<file path="config.mk">
export PLATFORM = sky130hd
export DESIGN_NAME = fadd_top
export DESIGN_NICKNAME = d
export VERILOG_FILES = /design/src/source/fadd_pkg.sv /design/src/source/fadd_lead0.sv /design/src/source/fadd_unpack.sv /design/src/source/fadd_align_shr.sv /design/src/source/fadd_frac_add.sv /design/src/source/fadd_norm_round.sv /design/src/source/fadd_top.sv
export SDC_FILE = /design/constraint.sdc
export NUM_CORES = 1
export LEC_CHECK = 0
export BUFFER_PORTS_ARGS = -buffer_cell sky130_fd_sc_hd__buf_2
export CORE_ASPECT_RATIO = 1.5
export CORE_MARGIN = 2
export CORE_UTILIZATION = 40
export DETAILED_ROUTE_END_ITERATION = 8
export SYNTH_ARGS = -nofsm -noshare
export SYNTH_HDL_FRONTEND = slang
export SYNTH_SLANG_ARGS = --single-unit
</file>
<file path="constraint.sdc">
create_clock -name rclk -period 16.2 [get_ports rclk]
set_clock_uncertainty 0.1 [all_clocks]
set_input_delay 0.81 -clock rclk [delete_from_list [all_inputs] [get_ports rclk]]
set_output_delay 0.81 -clock rclk [all_outputs]
set_load 0.005 [all_outputs]
</file>
<file path="src/source/fadd_pkg.sv">
//////////////////////////////
// add pipe shared definitions
// internal widths, rounding positions and the
// double / single views of one operand word
//////////////////////////////

package fadd_pkg;

	//////////////////////////////
	// internal datapath
	//////////////////////////////

	localparam int FRAC_W  = 64;	// [63] carry room, [62] hidden bit, [0] sticky
	localparam int IEXP_W  = 12;	// one bit above the double exponent, carry never wraps
	localparam int LEAD0_W = 6;	// leading zero count over FRAC_W bits

	// result lsb position inside the internal fraction
	localparam int DBL_LSB = 10;	// 52 fraction bits sit on [61:10]
	localparam int SNG_LSB = 39;	// 23 fraction bits sit on [61:39]

	//////////////////////////////
	// word formats
	//////////////////////////////

	typedef struct packed {
		logic        sign;
		logic [10:0] exp;	// biased 1023
		logic [51:0] frac;
	} fp_dbl_t;

	typedef struct packed {
		logic        sign;
		logic [7:0]  exp;	// biased 127
		logic [22:0] frac;
		logic [31:0] pad;	// lower word, zero on results
	} fp_sng_t;

	// same 64 bit word, read by op precision
	typedef union packed {
		fp_dbl_t dbl;
		fp_sng_t sng;
	} fp_word_u;

endpackage

</file>
<file path="src/source/fadd_lead0.sv">
`timescale 1ns/1ps
//////////////////////////////
// leading zero counter
// pairwise tree with all-zero flag
//////////////////////////////

module fadd_lead0 #(
	parameter  int DATA_W = 64,	// power of two
	localparam int CNT_W  = $clog2(DATA_W)
) (
	input  logic [DATA_W-1:0] i_data,
	output logic [CNT_W-1:0]  o_lead0,
	output logic              o_zero	// no bit set
);

	logic             zero_tr [CNT_W+1][DATA_W];	// node covers only zeros
	logic [CNT_W-1:0] cnt_tr  [CNT_W+1][DATA_W];	// zeros from the node msb

	always_comb begin
		for (int l = 0; l <= CNT_W; l++) begin
			for (int n = 0; n < DATA_W; n++) begin
				zero_tr[l][n] = 1'b0;
				cnt_tr[l][n]  = '0;
			end
		end
		for (int n = 0; n < DATA_W; n++)
			zero_tr[0][n] = ~i_data[n];	// leaves are single bits
		// node 2n+1 holds the upper half
		for (int l = 0; l < CNT_W; l++) begin
			for (int n = 0; n < (DATA_W >> (l + 1)); n++) begin
				zero_tr[l+1][n] = zero_tr[l][2*n+1] & zero_tr[l][2*n];
				cnt_tr[l+1][n]  = zero_tr[l][2*n+1] ?
					(cnt_tr[l][2*n] | CNT_W'(1 << l)) :	// upper empty, add its width
					cnt_tr[l][2*n+1];
			end
		end
	end

	assign o_lead0 = cnt_tr[CNT_W][0];
	assign o_zero  = zero_tr[CNT_W][0];

endmodule

</file>
<file path="src/source/fadd_unpack.sv">
`timescale 1ns/1ps
//////////////////////////////
// add pipe stage 1
// unpack both operands, compare magnitudes
// and swap so the larger one leads
//////////////////////////////

module fadd_unpack (
	input  logic                        rclk,
	input  logic                        i_rst_n,
	input  logic                        i_valid,
	input  logic                        i_sngop,	// single precision op
	input  logic                        i_sub,	// subtract request
	input  fadd_pkg::fp_word_u          i_in1,
	input  fadd_pkg::fp_word_u          i_in2,
	output logic                        o_valid,
	output logic                        o_sngop,
	output logic                        o_sign,	// sign of the larger magnitude
	output logic                        o_eff_sub,	// effective subtract
	output logic [fadd_pkg::IEXP_W-1:0] o_exp,	// larger exponent
	output logic [fadd_pkg::IEXP_W-1:0] o_exp_diff,	// right shift for the smaller
	output logic [fadd_pkg::FRAC_W-1:0] o_frac_big,
	output logic [fadd_pkg::FRAC_W-1:0] o_frac_small
);
	import fadd_pkg::*;

	logic [IEXP_W-1:0] exp1;
	logic [IEXP_W-1:0] exp2;
	logic [FRAC_W-1:0] frac1;
	logic [FRAC_W-1:0] frac2;
	logic              sign1;
	logic              sign2;	// already flipped for subtract
	logic              in2_gt;	// |in2| > |in1|

	// zero exponent field reads as 1, no hidden bit
	function automatic logic [IEXP_W-1:0] unpack_exp(fp_word_u w, logic sng);
		logic [IEXP_W-1:0] e;
		e = sng ? IEXP_W'(w.sng.exp) : IEXP_W'(w.dbl.exp);
		return (e == '0) ? IEXP_W'(1) : e;
	endfunction

	// fraction with the hidden bit on [62]
	function automatic logic [FRAC_W-1:0] unpack_frac(fp_word_u w, logic sng);
		logic hid;
		hid = sng ? (w.sng.exp != '0) : (w.dbl.exp != '0);
		if (sng)
			return {1'b0, hid, w.sng.frac, {SNG_LSB{1'b0}}};
		return {1'b0, hid, w.dbl.frac, {DBL_LSB{1'b0}}};
	endfunction

	assign exp1  = unpack_exp(i_in1, i_sngop);
	assign exp2  = unpack_exp(i_in2, i_sngop);
	assign frac1 = unpack_frac(i_in1, i_sngop);
	assign frac2 = unpack_frac(i_in2, i_sngop);

	assign sign1 = i_in1.dbl.sign;	// bit 63 in both views
	assign sign2 = i_in2.dbl.sign ^ i_sub;

	// exponent first, fraction breaks the tie
	assign in2_gt = (exp2 > exp1) || ((exp2 == exp1) && (frac2 > frac1));

	//////////////////////////////
	// stage 1 registers
	//////////////////////////////

	always_ff @(posedge rclk) begin
		if (!i_rst_n)
			o_valid <= 1'b0;
		else
			o_valid <= i_valid;
	end

	always_ff @(posedge rclk) begin
		if (i_valid) begin
			o_sngop      <= i_sngop;
			o_sign       <= in2_gt ? sign2 : sign1;
			o_eff_sub    <= sign1 ^ sign2;
			o_exp        <= in2_gt ? exp2 : exp1;
			o_exp_diff   <= in2_gt ? (exp2 - exp1) : (exp1 - exp2);	// never negative
			o_frac_big   <= in2_gt ? frac2 : frac1;
			o_frac_small <= in2_gt ? frac1 : frac2;
		end
	end

endmodule

</file>
<file path="src/source/fadd_align_shr.sv">
`timescale 1ns/1ps
//////////////////////////////
// add pipe stage 2
// right shift of the smaller fraction,
// shifted out bits collect into sticky
//////////////////////////////

module fadd_align_shr (
	input  logic                        rclk,
	input  logic                        i_rst_n,
	input  logic                        i_valid,
	input  logic                        i_sngop,
	input  logic                        i_sign,
	input  logic                        i_eff_sub,
	input  logic [fadd_pkg::IEXP_W-1:0] i_exp,
	input  logic [fadd_pkg::IEXP_W-1:0] i_exp_diff,
	input  logic [fadd_pkg::FRAC_W-1:0] i_frac_big,
	input  logic [fadd_pkg::FRAC_W-1:0] i_frac_small,
	output logic                        o_valid,
	output logic                        o_sngop,
	output logic                        o_sign,
	output logic                        o_eff_sub,
	output logic [fadd_pkg::IEXP_W-1:0] o_exp,
	output logic [fadd_pkg::FRAC_W-1:0] o_frac_big,
	output logic [fadd_pkg::FRAC_W-1:0] o_frac_small	// aligned, sticky on [0]
);
	import fadd_pkg::*;

	logic [FRAC_W-1:0] shr_v;	// running shift value
	logic              shr_st;	// running sticky
	logic              shr_max;	// diff of FRAC_W or more
	logic [FRAC_W-1:0] frac_aligned;

	assign shr_max = |i_exp_diff[IEXP_W-1:LEAD0_W];

	// log shifter, one level per count bit
	always_comb begin
		shr_v  = i_frac_small;
		shr_st = 1'b0;
		for (int k = 0; k < LEAD0_W; k++) begin
			if (i_exp_diff[k]) begin
				shr_st = shr_st | (|(shr_v & ((FRAC_W'(1) << (1 << k)) - FRAC_W'(1))));
				shr_v  = shr_v >> (1 << k);
			end
		end
		if (shr_max) begin	// whole fraction falls off
			shr_v  = '0;
			shr_st = |i_frac_small;
		end
	end

	assign frac_aligned = {shr_v[FRAC_W-1:1], shr_v[0] | shr_st};

	//////////////////////////////
	// stage 2 registers
	//////////////////////////////

	always_ff @(posedge rclk) begin
		if (!i_rst_n)
			o_valid <= 1'b0;
		else
			o_valid <= i_valid;
	end

	always_ff @(posedge rclk) begin
		if (i_valid) begin
			o_sngop      <= i_sngop;
			o_sign       <= i_sign;
			o_eff_sub    <= i_eff_sub;
			o_exp        <= i_exp;
			o_frac_big   <= i_frac_big;	// larger one needs no shift
			o_frac_small <= frac_aligned;
		end
	end

endmodule

</file>
<file path="src/source/fadd_frac_add.sv">
`timescale 1ns/1ps
//////////////////////////////
// add pipe stage 3
// main adder, leading zeros and denorm limit
// on the normalize shift count
//////////////////////////////

module fadd_frac_add #(
	parameter int DATA_W = fadd_pkg::FRAC_W	// width handed to the counter
) (
	input  logic                         rclk,
	input  logic                         i_rst_n,
	input  logic                         i_valid,
	input  logic                         i_sngop,
	input  logic                         i_sign,
	input  logic                         i_eff_sub,
	input  logic [fadd_pkg::IEXP_W-1:0]  i_exp,
	input  logic [fadd_pkg::FRAC_W-1:0]  i_frac_big,
	input  logic [fadd_pkg::FRAC_W-1:0]  i_frac_small,
	output logic                         o_valid,
	output logic                         o_sngop,
	output logic                         o_sign,
	output logic                         o_zero,	// exact zero sum
	output logic [fadd_pkg::IEXP_W-1:0]  o_exp,	// exponent after normalize
	output logic [fadd_pkg::FRAC_W-1:0]  o_sum,
	output logic [fadd_pkg::LEAD0_W-1:0] o_shl_cnt
);
	import fadd_pkg::*;

	logic [FRAC_W-1:0]  add_in2;
	logic [FRAC_W-1:0]  sum;
	logic [LEAD0_W-1:0] lead0;
	logic               sum_zero;
	logic               carry;	// sum spilled into [63]
	logic [LEAD0_W-1:0] lz_norm;	// zeros above the hidden bit
	logic [IEXP_W-1:0]  exp_lim;	// largest shift keeping exp >= 1
	logic               dnrm_lim;
	logic [LEAD0_W-1:0] shl_cnt;
	logic [IEXP_W-1:0]  exp_adj;

	//////////////////////////////
	// main adder
	//////////////////////////////

	// subtract as big + ~small + 1, big >= small so no sign out
	assign add_in2 = i_eff_sub ? ~i_frac_small : i_frac_small;
	assign sum     = i_frac_big + add_in2 + FRAC_W'(i_eff_sub);
	assign carry   = sum[FRAC_W-1];

	fadd_lead0 #(
		.DATA_W (DATA_W)
	) u_lead0 (
		.i_data  (sum),
		.o_lead0 (lead0),
		.o_zero  (sum_zero)
	);

	//////////////////////////////
	// shift count and exponent
	//////////////////////////////

	assign lz_norm  = lead0 - LEAD0_W'(1);	// bit 63 is headroom
	assign exp_lim  = i_exp - IEXP_W'(1);	// exponent decode of the denorm edge
	assign dnrm_lim = IEXP_W'(lz_norm) > exp_lim;

	assign shl_cnt = carry ? '0 :
		dnrm_lim ? exp_lim[LEAD0_W-1:0] : lz_norm;	// clip into a denormal

	assign exp_adj = carry ? (i_exp + IEXP_W'(1)) : (i_exp - IEXP_W'(shl_cnt));

	always_ff @(posedge rclk) begin
		if (!i_rst_n)
			o_valid <= 1'b0;
		else
			o_valid <= i_valid;
	end

	always_ff @(posedge rclk) begin
		if (i_valid) begin
			o_sngop   <= i_sngop;
			o_sign    <= i_sign & ~sum_zero;	// exact zero is +0
			o_zero    <= sum_zero;
			o_exp     <= exp_adj;
			o_sum     <= sum;
			o_shl_cnt <= shl_cnt;	// ignored when carry asks for shr 1
		end
	end

endmodule

</file>
<file path="src/source/fadd_norm_round.sv">
`timescale 1ns/1ps
//////////////////////////////
// add pipe stage 4
// normalize shift, round to nearest even
// and pack the result word
//////////////////////////////

module fadd_norm_round (
	input  logic                         rclk,
	input  logic                         i_rst_n,
	input  logic                         i_valid,
	input  logic                         i_sngop,
	input  logic                         i_sign,
	input  logic                         i_zero,
	input  logic [fadd_pkg::IEXP_W-1:0]  i_exp,
	input  logic [fadd_pkg::FRAC_W-1:0]  i_sum,
	input  logic [fadd_pkg::LEAD0_W-1:0] i_shl_cnt,
	output logic                         o_valid,
	output logic                         o_inexact,
	output logic                         o_denorm,	// exponent field is zero
	output fadd_pkg::fp_word_u           o_result
);
	import fadd_pkg::*;

	localparam int MANT_W = FRAC_W - 1 - DBL_LSB;	// 53, hidden bit included
	localparam int RND_W  = MANT_W + 1;	// plus rounding carry

	logic [FRAC_W-1:0]   shl_frac;
	logic                lsb;
	logic                grd;
	logic                rnd;
	logic                stk;
	logic                rnd_up;
	logic [RND_W-1:0]    rnd_inc;
	logic [RND_W-1:0]    rnd_sum;
	logic                rnd_cout;	// carry out of the hidden bit
	logic                rnd_hid;
	logic [MANT_W-2:0]   res_frac;
	logic [IEXP_W-1:0]   res_exp;
	fp_word_u            res_word;

	//////////////////////////////
	// normalize
	//////////////////////////////

	// adder carry shifts right once, bit 0 kept as sticky
	assign shl_frac = i_sum[FRAC_W-1] ?
		{1'b0, i_sum[FRAC_W-1:2], i_sum[1] | i_sum[0]} :
		(i_sum << i_shl_cnt);

	//////////////////////////////
	// round
	//////////////////////////////

	assign lsb = i_sngop ? shl_frac[SNG_LSB]   : shl_frac[DBL_LSB];
	assign grd = i_sngop ? shl_frac[SNG_LSB-1] : shl_frac[DBL_LSB-1];
	assign rnd = i_sngop ? shl_frac[SNG_LSB-2] : shl_frac[DBL_LSB-2];
	assign stk = i_sngop ? |shl_frac[SNG_LSB-3:0] : |shl_frac[DBL_LSB-3:0];

	assign rnd_up = grd & (lsb | rnd | stk);	// ties go to even

	// single increments at its own lsb, bits under it are dropped
	assign rnd_inc  = RND_W'(rnd_up) << (i_sngop ? (SNG_LSB - DBL_LSB) : 0);
	assign rnd_sum  = {1'b0, shl_frac[FRAC_W-2:DBL_LSB]} + rnd_inc;
	assign rnd_cout = rnd_sum[RND_W-1];
	assign rnd_hid  = rnd_sum[RND_W-2];

	assign res_frac = rnd_cout ? rnd_sum[RND_W-2:1] : rnd_sum[RND_W-3:0];

	// no hidden bit left means a denormal field, a denormal that
	// rounds into the hidden bit already carries exponent 1
	assign res_exp = ((rnd_cout | rnd_hid) && !i_zero) ?
		(i_exp + IEXP_W'(rnd_cout)) : '0;

	//////////////////////////////
	// pack
	//////////////////////////////

	always_comb begin
		if (i_sngop)
			res_word.sng = {i_sign, res_exp[7:0], res_frac[MANT_W-2 -: 23], 32'b0};
		else
			res_word.dbl = {i_sign, res_exp[10:0], res_frac};
	end

	always_ff @(posedge rclk) begin
		if (!i_rst_n) begin
			o_valid   <= 1'b0;
			o_inexact <= 1'b0;
			o_denorm  <= 1'b0;
		end else begin
			o_valid <= i_valid;
			if (i_valid) begin
				o_inexact <= grd | rnd | stk;	// any dropped bit set
				o_denorm  <= (res_exp == '0);
			end
		end
	end

	always_ff @(posedge rclk) begin
		if (i_valid)
			o_result <= res_word;
	end

endmodule

</file>
<file path="src/source/fadd_top.sv">
`timescale 1ns/1ps
//////////////////////////////
// floating point add / subtract
// four stage pipe, one op per cycle
//////////////////////////////

module fadd_top (
	input  logic               rclk,
	input  logic               i_rst_n,
	input  logic               i_valid,
	input  logic               i_sngop,
	input  logic               i_sub,
	input  fadd_pkg::fp_word_u i_in1,
	input  fadd_pkg::fp_word_u i_in2,
	output logic               o_valid,
	output logic               o_inexact,
	output logic               o_denorm,
	output fadd_pkg::fp_word_u o_result
);
	import fadd_pkg::*;

	// stage 1 to 2
	logic               s1_valid;
	logic               s1_sngop;
	logic               s1_sign;
	logic               s1_eff_sub;
	logic [IEXP_W-1:0]  s1_exp;
	logic [IEXP_W-1:0]  s1_exp_diff;
	logic [FRAC_W-1:0]  s1_frac_big;
	logic [FRAC_W-1:0]  s1_frac_small;

	// stage 2 to 3
	logic               s2_valid;
	logic               s2_sngop;
	logic               s2_sign;
	logic               s2_eff_sub;
	logic [IEXP_W-1:0]  s2_exp;
	logic [FRAC_W-1:0]  s2_frac_big;
	logic [FRAC_W-1:0]  s2_frac_small;

	// stage 3 to 4
	logic               s3_valid;
	logic               s3_sngop;
	logic               s3_sign;
	logic               s3_zero;
	logic [IEXP_W-1:0]  s3_exp;
	logic [FRAC_W-1:0]  s3_sum;
	logic [LEAD0_W-1:0] s3_shl_cnt;

	fadd_unpack u_unpack (
		.rclk         (rclk),
		.i_rst_n      (i_rst_n),
		.i_valid      (i_valid),
		.i_sngop      (i_sngop),
		.i_sub        (i_sub),
		.i_in1        (i_in1),
		.i_in2        (i_in2),
		.o_valid      (s1_valid),
		.o_sngop      (s1_sngop),
		.o_sign       (s1_sign),
		.o_eff_sub    (s1_eff_sub),
		.o_exp        (s1_exp),
		.o_exp_diff   (s1_exp_diff),
		.o_frac_big   (s1_frac_big),
		.o_frac_small (s1_frac_small)
	);

	fadd_align_shr u_align_shr (
		.rclk         (rclk),
		.i_rst_n      (i_rst_n),
		.i_valid      (s1_valid),
		.i_sngop      (s1_sngop),
		.i_sign       (s1_sign),
		.i_eff_sub    (s1_eff_sub),
		.i_exp        (s1_exp),
		.i_exp_diff   (s1_exp_diff),
		.i_frac_big   (s1_frac_big),
		.i_frac_small (s1_frac_small),
		.o_valid      (s2_valid),
		.o_sngop      (s2_sngop),
		.o_sign       (s2_sign),
		.o_eff_sub    (s2_eff_sub),
		.o_exp        (s2_exp),
		.o_frac_big   (s2_frac_big),
		.o_frac_small (s2_frac_small)
	);

	fadd_frac_add #(
		.DATA_W (FRAC_W)
	) u_frac_add (
		.rclk         (rclk),
		.i_rst_n      (i_rst_n),
		.i_valid      (s2_valid),
		.i_sngop      (s2_sngop),
		.i_sign       (s2_sign),
		.i_eff_sub    (s2_eff_sub),
		.i_exp        (s2_exp),
		.i_frac_big   (s2_frac_big),
		.i_frac_small (s2_frac_small),
		.o_valid      (s3_valid),
		.o_sngop      (s3_sngop),
		.o_sign       (s3_sign),
		.o_zero       (s3_zero),
		.o_exp        (s3_exp),
		.o_sum        (s3_sum),
		.o_shl_cnt    (s3_shl_cnt)
	);

	fadd_norm_round u_norm_round (
		.rclk      (rclk),
		.i_rst_n   (i_rst_n),
		.i_valid   (s3_valid),
		.i_sngop   (s3_sngop),
		.i_sign    (s3_sign),
		.i_zero    (s3_zero),
		.i_exp     (s3_exp),
		.i_sum     (s3_sum),
		.i_shl_cnt (s3_shl_cnt),
		.o_valid   (o_valid),
		.o_inexact (o_inexact),
		.o_denorm  (o_denorm),
		.o_result  (o_result)
	);

endmodule

</file>
==> flow_metrics.py <==
metrics = {
    "outcome": {
        "status": "finished, final reports clean",
    },
    "floorplanning": {
        "die_w_um": 246,
        "die_area_um2": 90600,
        "initial_core_util_pct": 40.3,
        "core_um2": 87500,
        "rows": 133,
        "fp.dieH_um": 368,
        "num_io_pins": 200,
    },
    "logic_synthesis": {
        "synth-seq-cells": 417,
        "synth_area_leaders": "edfxtp_1, mux4_2, mux2i_1, ha_1, nand2_1",
        "synth_edf_count": 411,
        "synth_area_um2": 35300,
        "yosysSeqAreaShare_pct": 35.3,
        "avgSynthCellArea_um2": 9.55,
        "ys_async_sr_fraction_pct": 0,
        "yosys_warnings": 0,
        "ys.flop_type": "edfxtp_1",
        "synth_top_area_share_pct": 35.0,
        "yosysUniqueCellTypes": 101,
        "syn_inst": 3693,
        "synth_top_area_cell": "edfxtp_1",
    },
    "worst_setup_path": {
        "r2r_cells": 45,
        "reg2reg_slack_ns": 4.89,
        "worstPathArrival_ns": 11.56,
        "crit_required_ns": 16.45,
        "path_class": "register to register",
        "reg2reg_to": "u_frac_add.o_exp[11]",
        "critPathMaxStageDelay_ns": 0.89,
        "worst_setup_path_start_kind": "register",
        "slowest_stage": "a2111oi_0",
        "rr_startpoint": "u_align_shr.o_eff_sub",
        "path_max_fanout": 58,
        "cp-end-kind": "register",
        "crit_family": "simple AND/OR/NAND/NOR gates",
        "cp_num_buf_inv": 5,
    },
    "placed_design": {
        "gp_congestion": 1.02,
        "hpwl_um": 86500,
        "io_buffer_count": 199,
    },
    "final_layout": {
        "layout_common_cells": "edfxtp_1, nand2_1, nor2_1",
        "synthToLayoutAreaGrowth_pct": 9.68,
        "nets": 4105,
        "fin_util_pct": 44.2,
        "nFillCells": 8737,
        "n_antenna_cell": 0,
        "final_common_cell": "edfxtp_1",
        "layout-drive-gt1-share_pct": 14.4,
    },
    "detailed_routing": {
        "viasPerCell": 5.82,
        "drcViolationCount": 0,
        "postRouteAntennaNets": 0,
        "first_pass_iters": 6,
        "route.vias.total": 28940,
        "routed_wl_um": 108000,
        "wl_per_cell_um": 21.7,
        "drt_iter0_markers": 1980,
    },
    "clock_network": {
        "clkTransAtPathRegs_ns": 0.06,
        "postCtsSetupRepairBufs": 0,
        "cts.path.max_buffers": 3,
        "cts_tree": "yes",
        "cts_resized": 0,
        "cts_root_buf": "clkbuf_16",
        "h-tree-depth": 2,
        "clkLatencyLatePin_ns": 0.61,
        "numCtsBuffers": 42,
        "holdBufCountCts": 0,
        "cts_num_sinks": 417,
    },
    "timing": {
        "rsz0062_at_grt": "false",
        "setup_tns_ns": 0,
        "setup_viol": 0,
        "hold_viol": 0,
        "slew_violations": 0,
        "tightestPinTransition_ns": 1.36,
        "period_needed_ns": 11.31,
        "clock.fmax_ghz": 0.0884,
        "finalCritPeriodShare_pct": 69.8,
        "max_slew_margin_pct": 8.34,
    },
    "worst_hold_path": {
        "holdPathEnd": "u_align_shr.o_exp[3]",
        "min_path_cells": 0,
        "hp-start": "u_unpack.o_exp[3]",
        "worstHoldPathType": "register to register",
    },
    "grt": {
        "grt_overflow_total": 0,
        "grt_util_all_layers_pct": 23.5,
        "antenna_found_initial": 0,
        "grt_first_pass_wirelength_um": 164000,
        "grt_max_degree": 98,
        "grt_pass1_vias": 28451,
    },
    "job": {
        "maxCapViolCount": 0,
    },
    "power_and_ir_drop": {
        "p_per_area_nw_per_um2": 111,
        "leakagePower_nw": 15.1,
        "p_total_mw": 4.30,
        "vdd_drop_max_v": 0.0000727,
    },
}
[kinds of logic (layout without fill, tap and decap cells)]
logic type,after synthesis,in the layout,synth area share (%)
and+or+nand+nor,1255,1255,17.1
muxes,422,422,16.6
xor gates and xnor gates,182,182,4.52
DFF,417,417,35.3
AOI/OAI and AO/OA,872,872,16.0
adders and majority gates,177,177,6.36
other,1,15,0.0106
buffers and inverters,367,486,4.10
[flip-flops by register name, indices dropped and copies added (netlist names), 6 cells and up]
| register | flops |
|---|---|
| u_frac_add.o_shl_cnt | 6 |
| u_unpack.o_frac_big | 53 |
| u_align_shr.o_frac_small | 63 |
| u_align_shr.o_exp | 11 |
| u_unpack.o_frac_small | 53 |
| u_norm_round.o_result | 64 |
| u_frac_add.o_exp | 12 |
| u_align_shr.o_frac_big | 53 |
| u_unpack.o_exp_diff | 12 |
| u_frac_add.o_sum | 64 |
| u_unpack.o_exp | 11 |
[worst max path at each step]
stage	from	end	slack, ns	cells past startpoint
2_1_floorplan	u_align_shr.o_eff_sub	u_frac_add.o_exp[11]	5.58	48
3_3_place_gp	u_align_shr.o_eff_sub	u_frac_add.o_exp[11]	5.08	45
3_5_place_dp	u_align_shr.o_eff_sub	u_frac_add.o_exp[11]	5.01	45
4_1_cts	u_align_shr.o_eff_sub	u_frac_add.o_exp[11]	4.96	45
5_1_grt	u_align_shr.o_eff_sub	u_frac_add.o_exp[11]	4.04	45
6_report	u_align_shr.o_eff_sub	u_frac_add.o_exp[11]	4.89	45
[layout make-up]
cell class	count	area [µm²]	share of cell area (%)
Clock buffer	54	1110	2.86
Sequential cell	417	12500	32.2
Clock inverter	21	259	0.669
Multi-Input combinational cell	2923	21500	55.4
Timing Repair Buffer	245	1350	3.49
Tap cell	1147	1440	3.71
Inverter	166	623	1.61
[cell usage after synthesis (19+ instances only)]
master    instances
nand3_1          49
and3_1           25
nor4_1           53
inv_1           159
a211oi_1         48
nand2b_1         92
nand4_1          61
mux4_2          125
clkbuf_1        126
and2_1           22
xor2_1          102
buf_1            39
o21ai_0         191
ha_1            173
o22ai_1          45
a21oi_1         243
edfxtp_1        411
a31oi_1          27
or2_2            21
o21a_1           26
xnor2_1          80
nor2_1          372
nand2_1         380
nor3_1           65
o31ai_1          19
nor2b_1          29
mux2i_1         248
mux2_2           49
a21o_1           65
buf_2            28
o211ai_1         22
[through the flow]
step	setup slack, ns	cells	hold slack [ns]	area, µm²
global route	4.04	4973	0.325	38700
detailed placement	5.01	4898	0.305	37300
global placement	5.08	4898	0.302	37300
finish	4.89	4973	0.317	38700
floorplan	5.58	3707	0.300	35300
CTS	4.96	4973	0.316	38700
[where the power goes]
group          switching (mW)  internal (mW)  total [mW]  leakage (nW)
logic                    1.21          0.713        1.92          10.6
clock network           0.421          0.551       0.972         0.655
registers              0.0763           1.34        1.41          3.86
total                    1.70           2.60        4.30          15.1
[per-layer routing]
| metal | GRT usage [%] | share of wire (%) | wire [µm] | up-vias |
|---|---|---|---|---|
| met4 | 13.9 | 6.6 | 7100 | 0 |
| met1 | 25.7 | 38 | 40600 | 13725 |
| met5 | 0 | 0 | 0 | - |
| li1 | - | - | - | 14048 |
| met2 | 43.4 | 52 | 56200 | 886 |
| met3 | 2.38 | 3.6 | 3880 | 281 |
(Power assumes the default switching activity.)
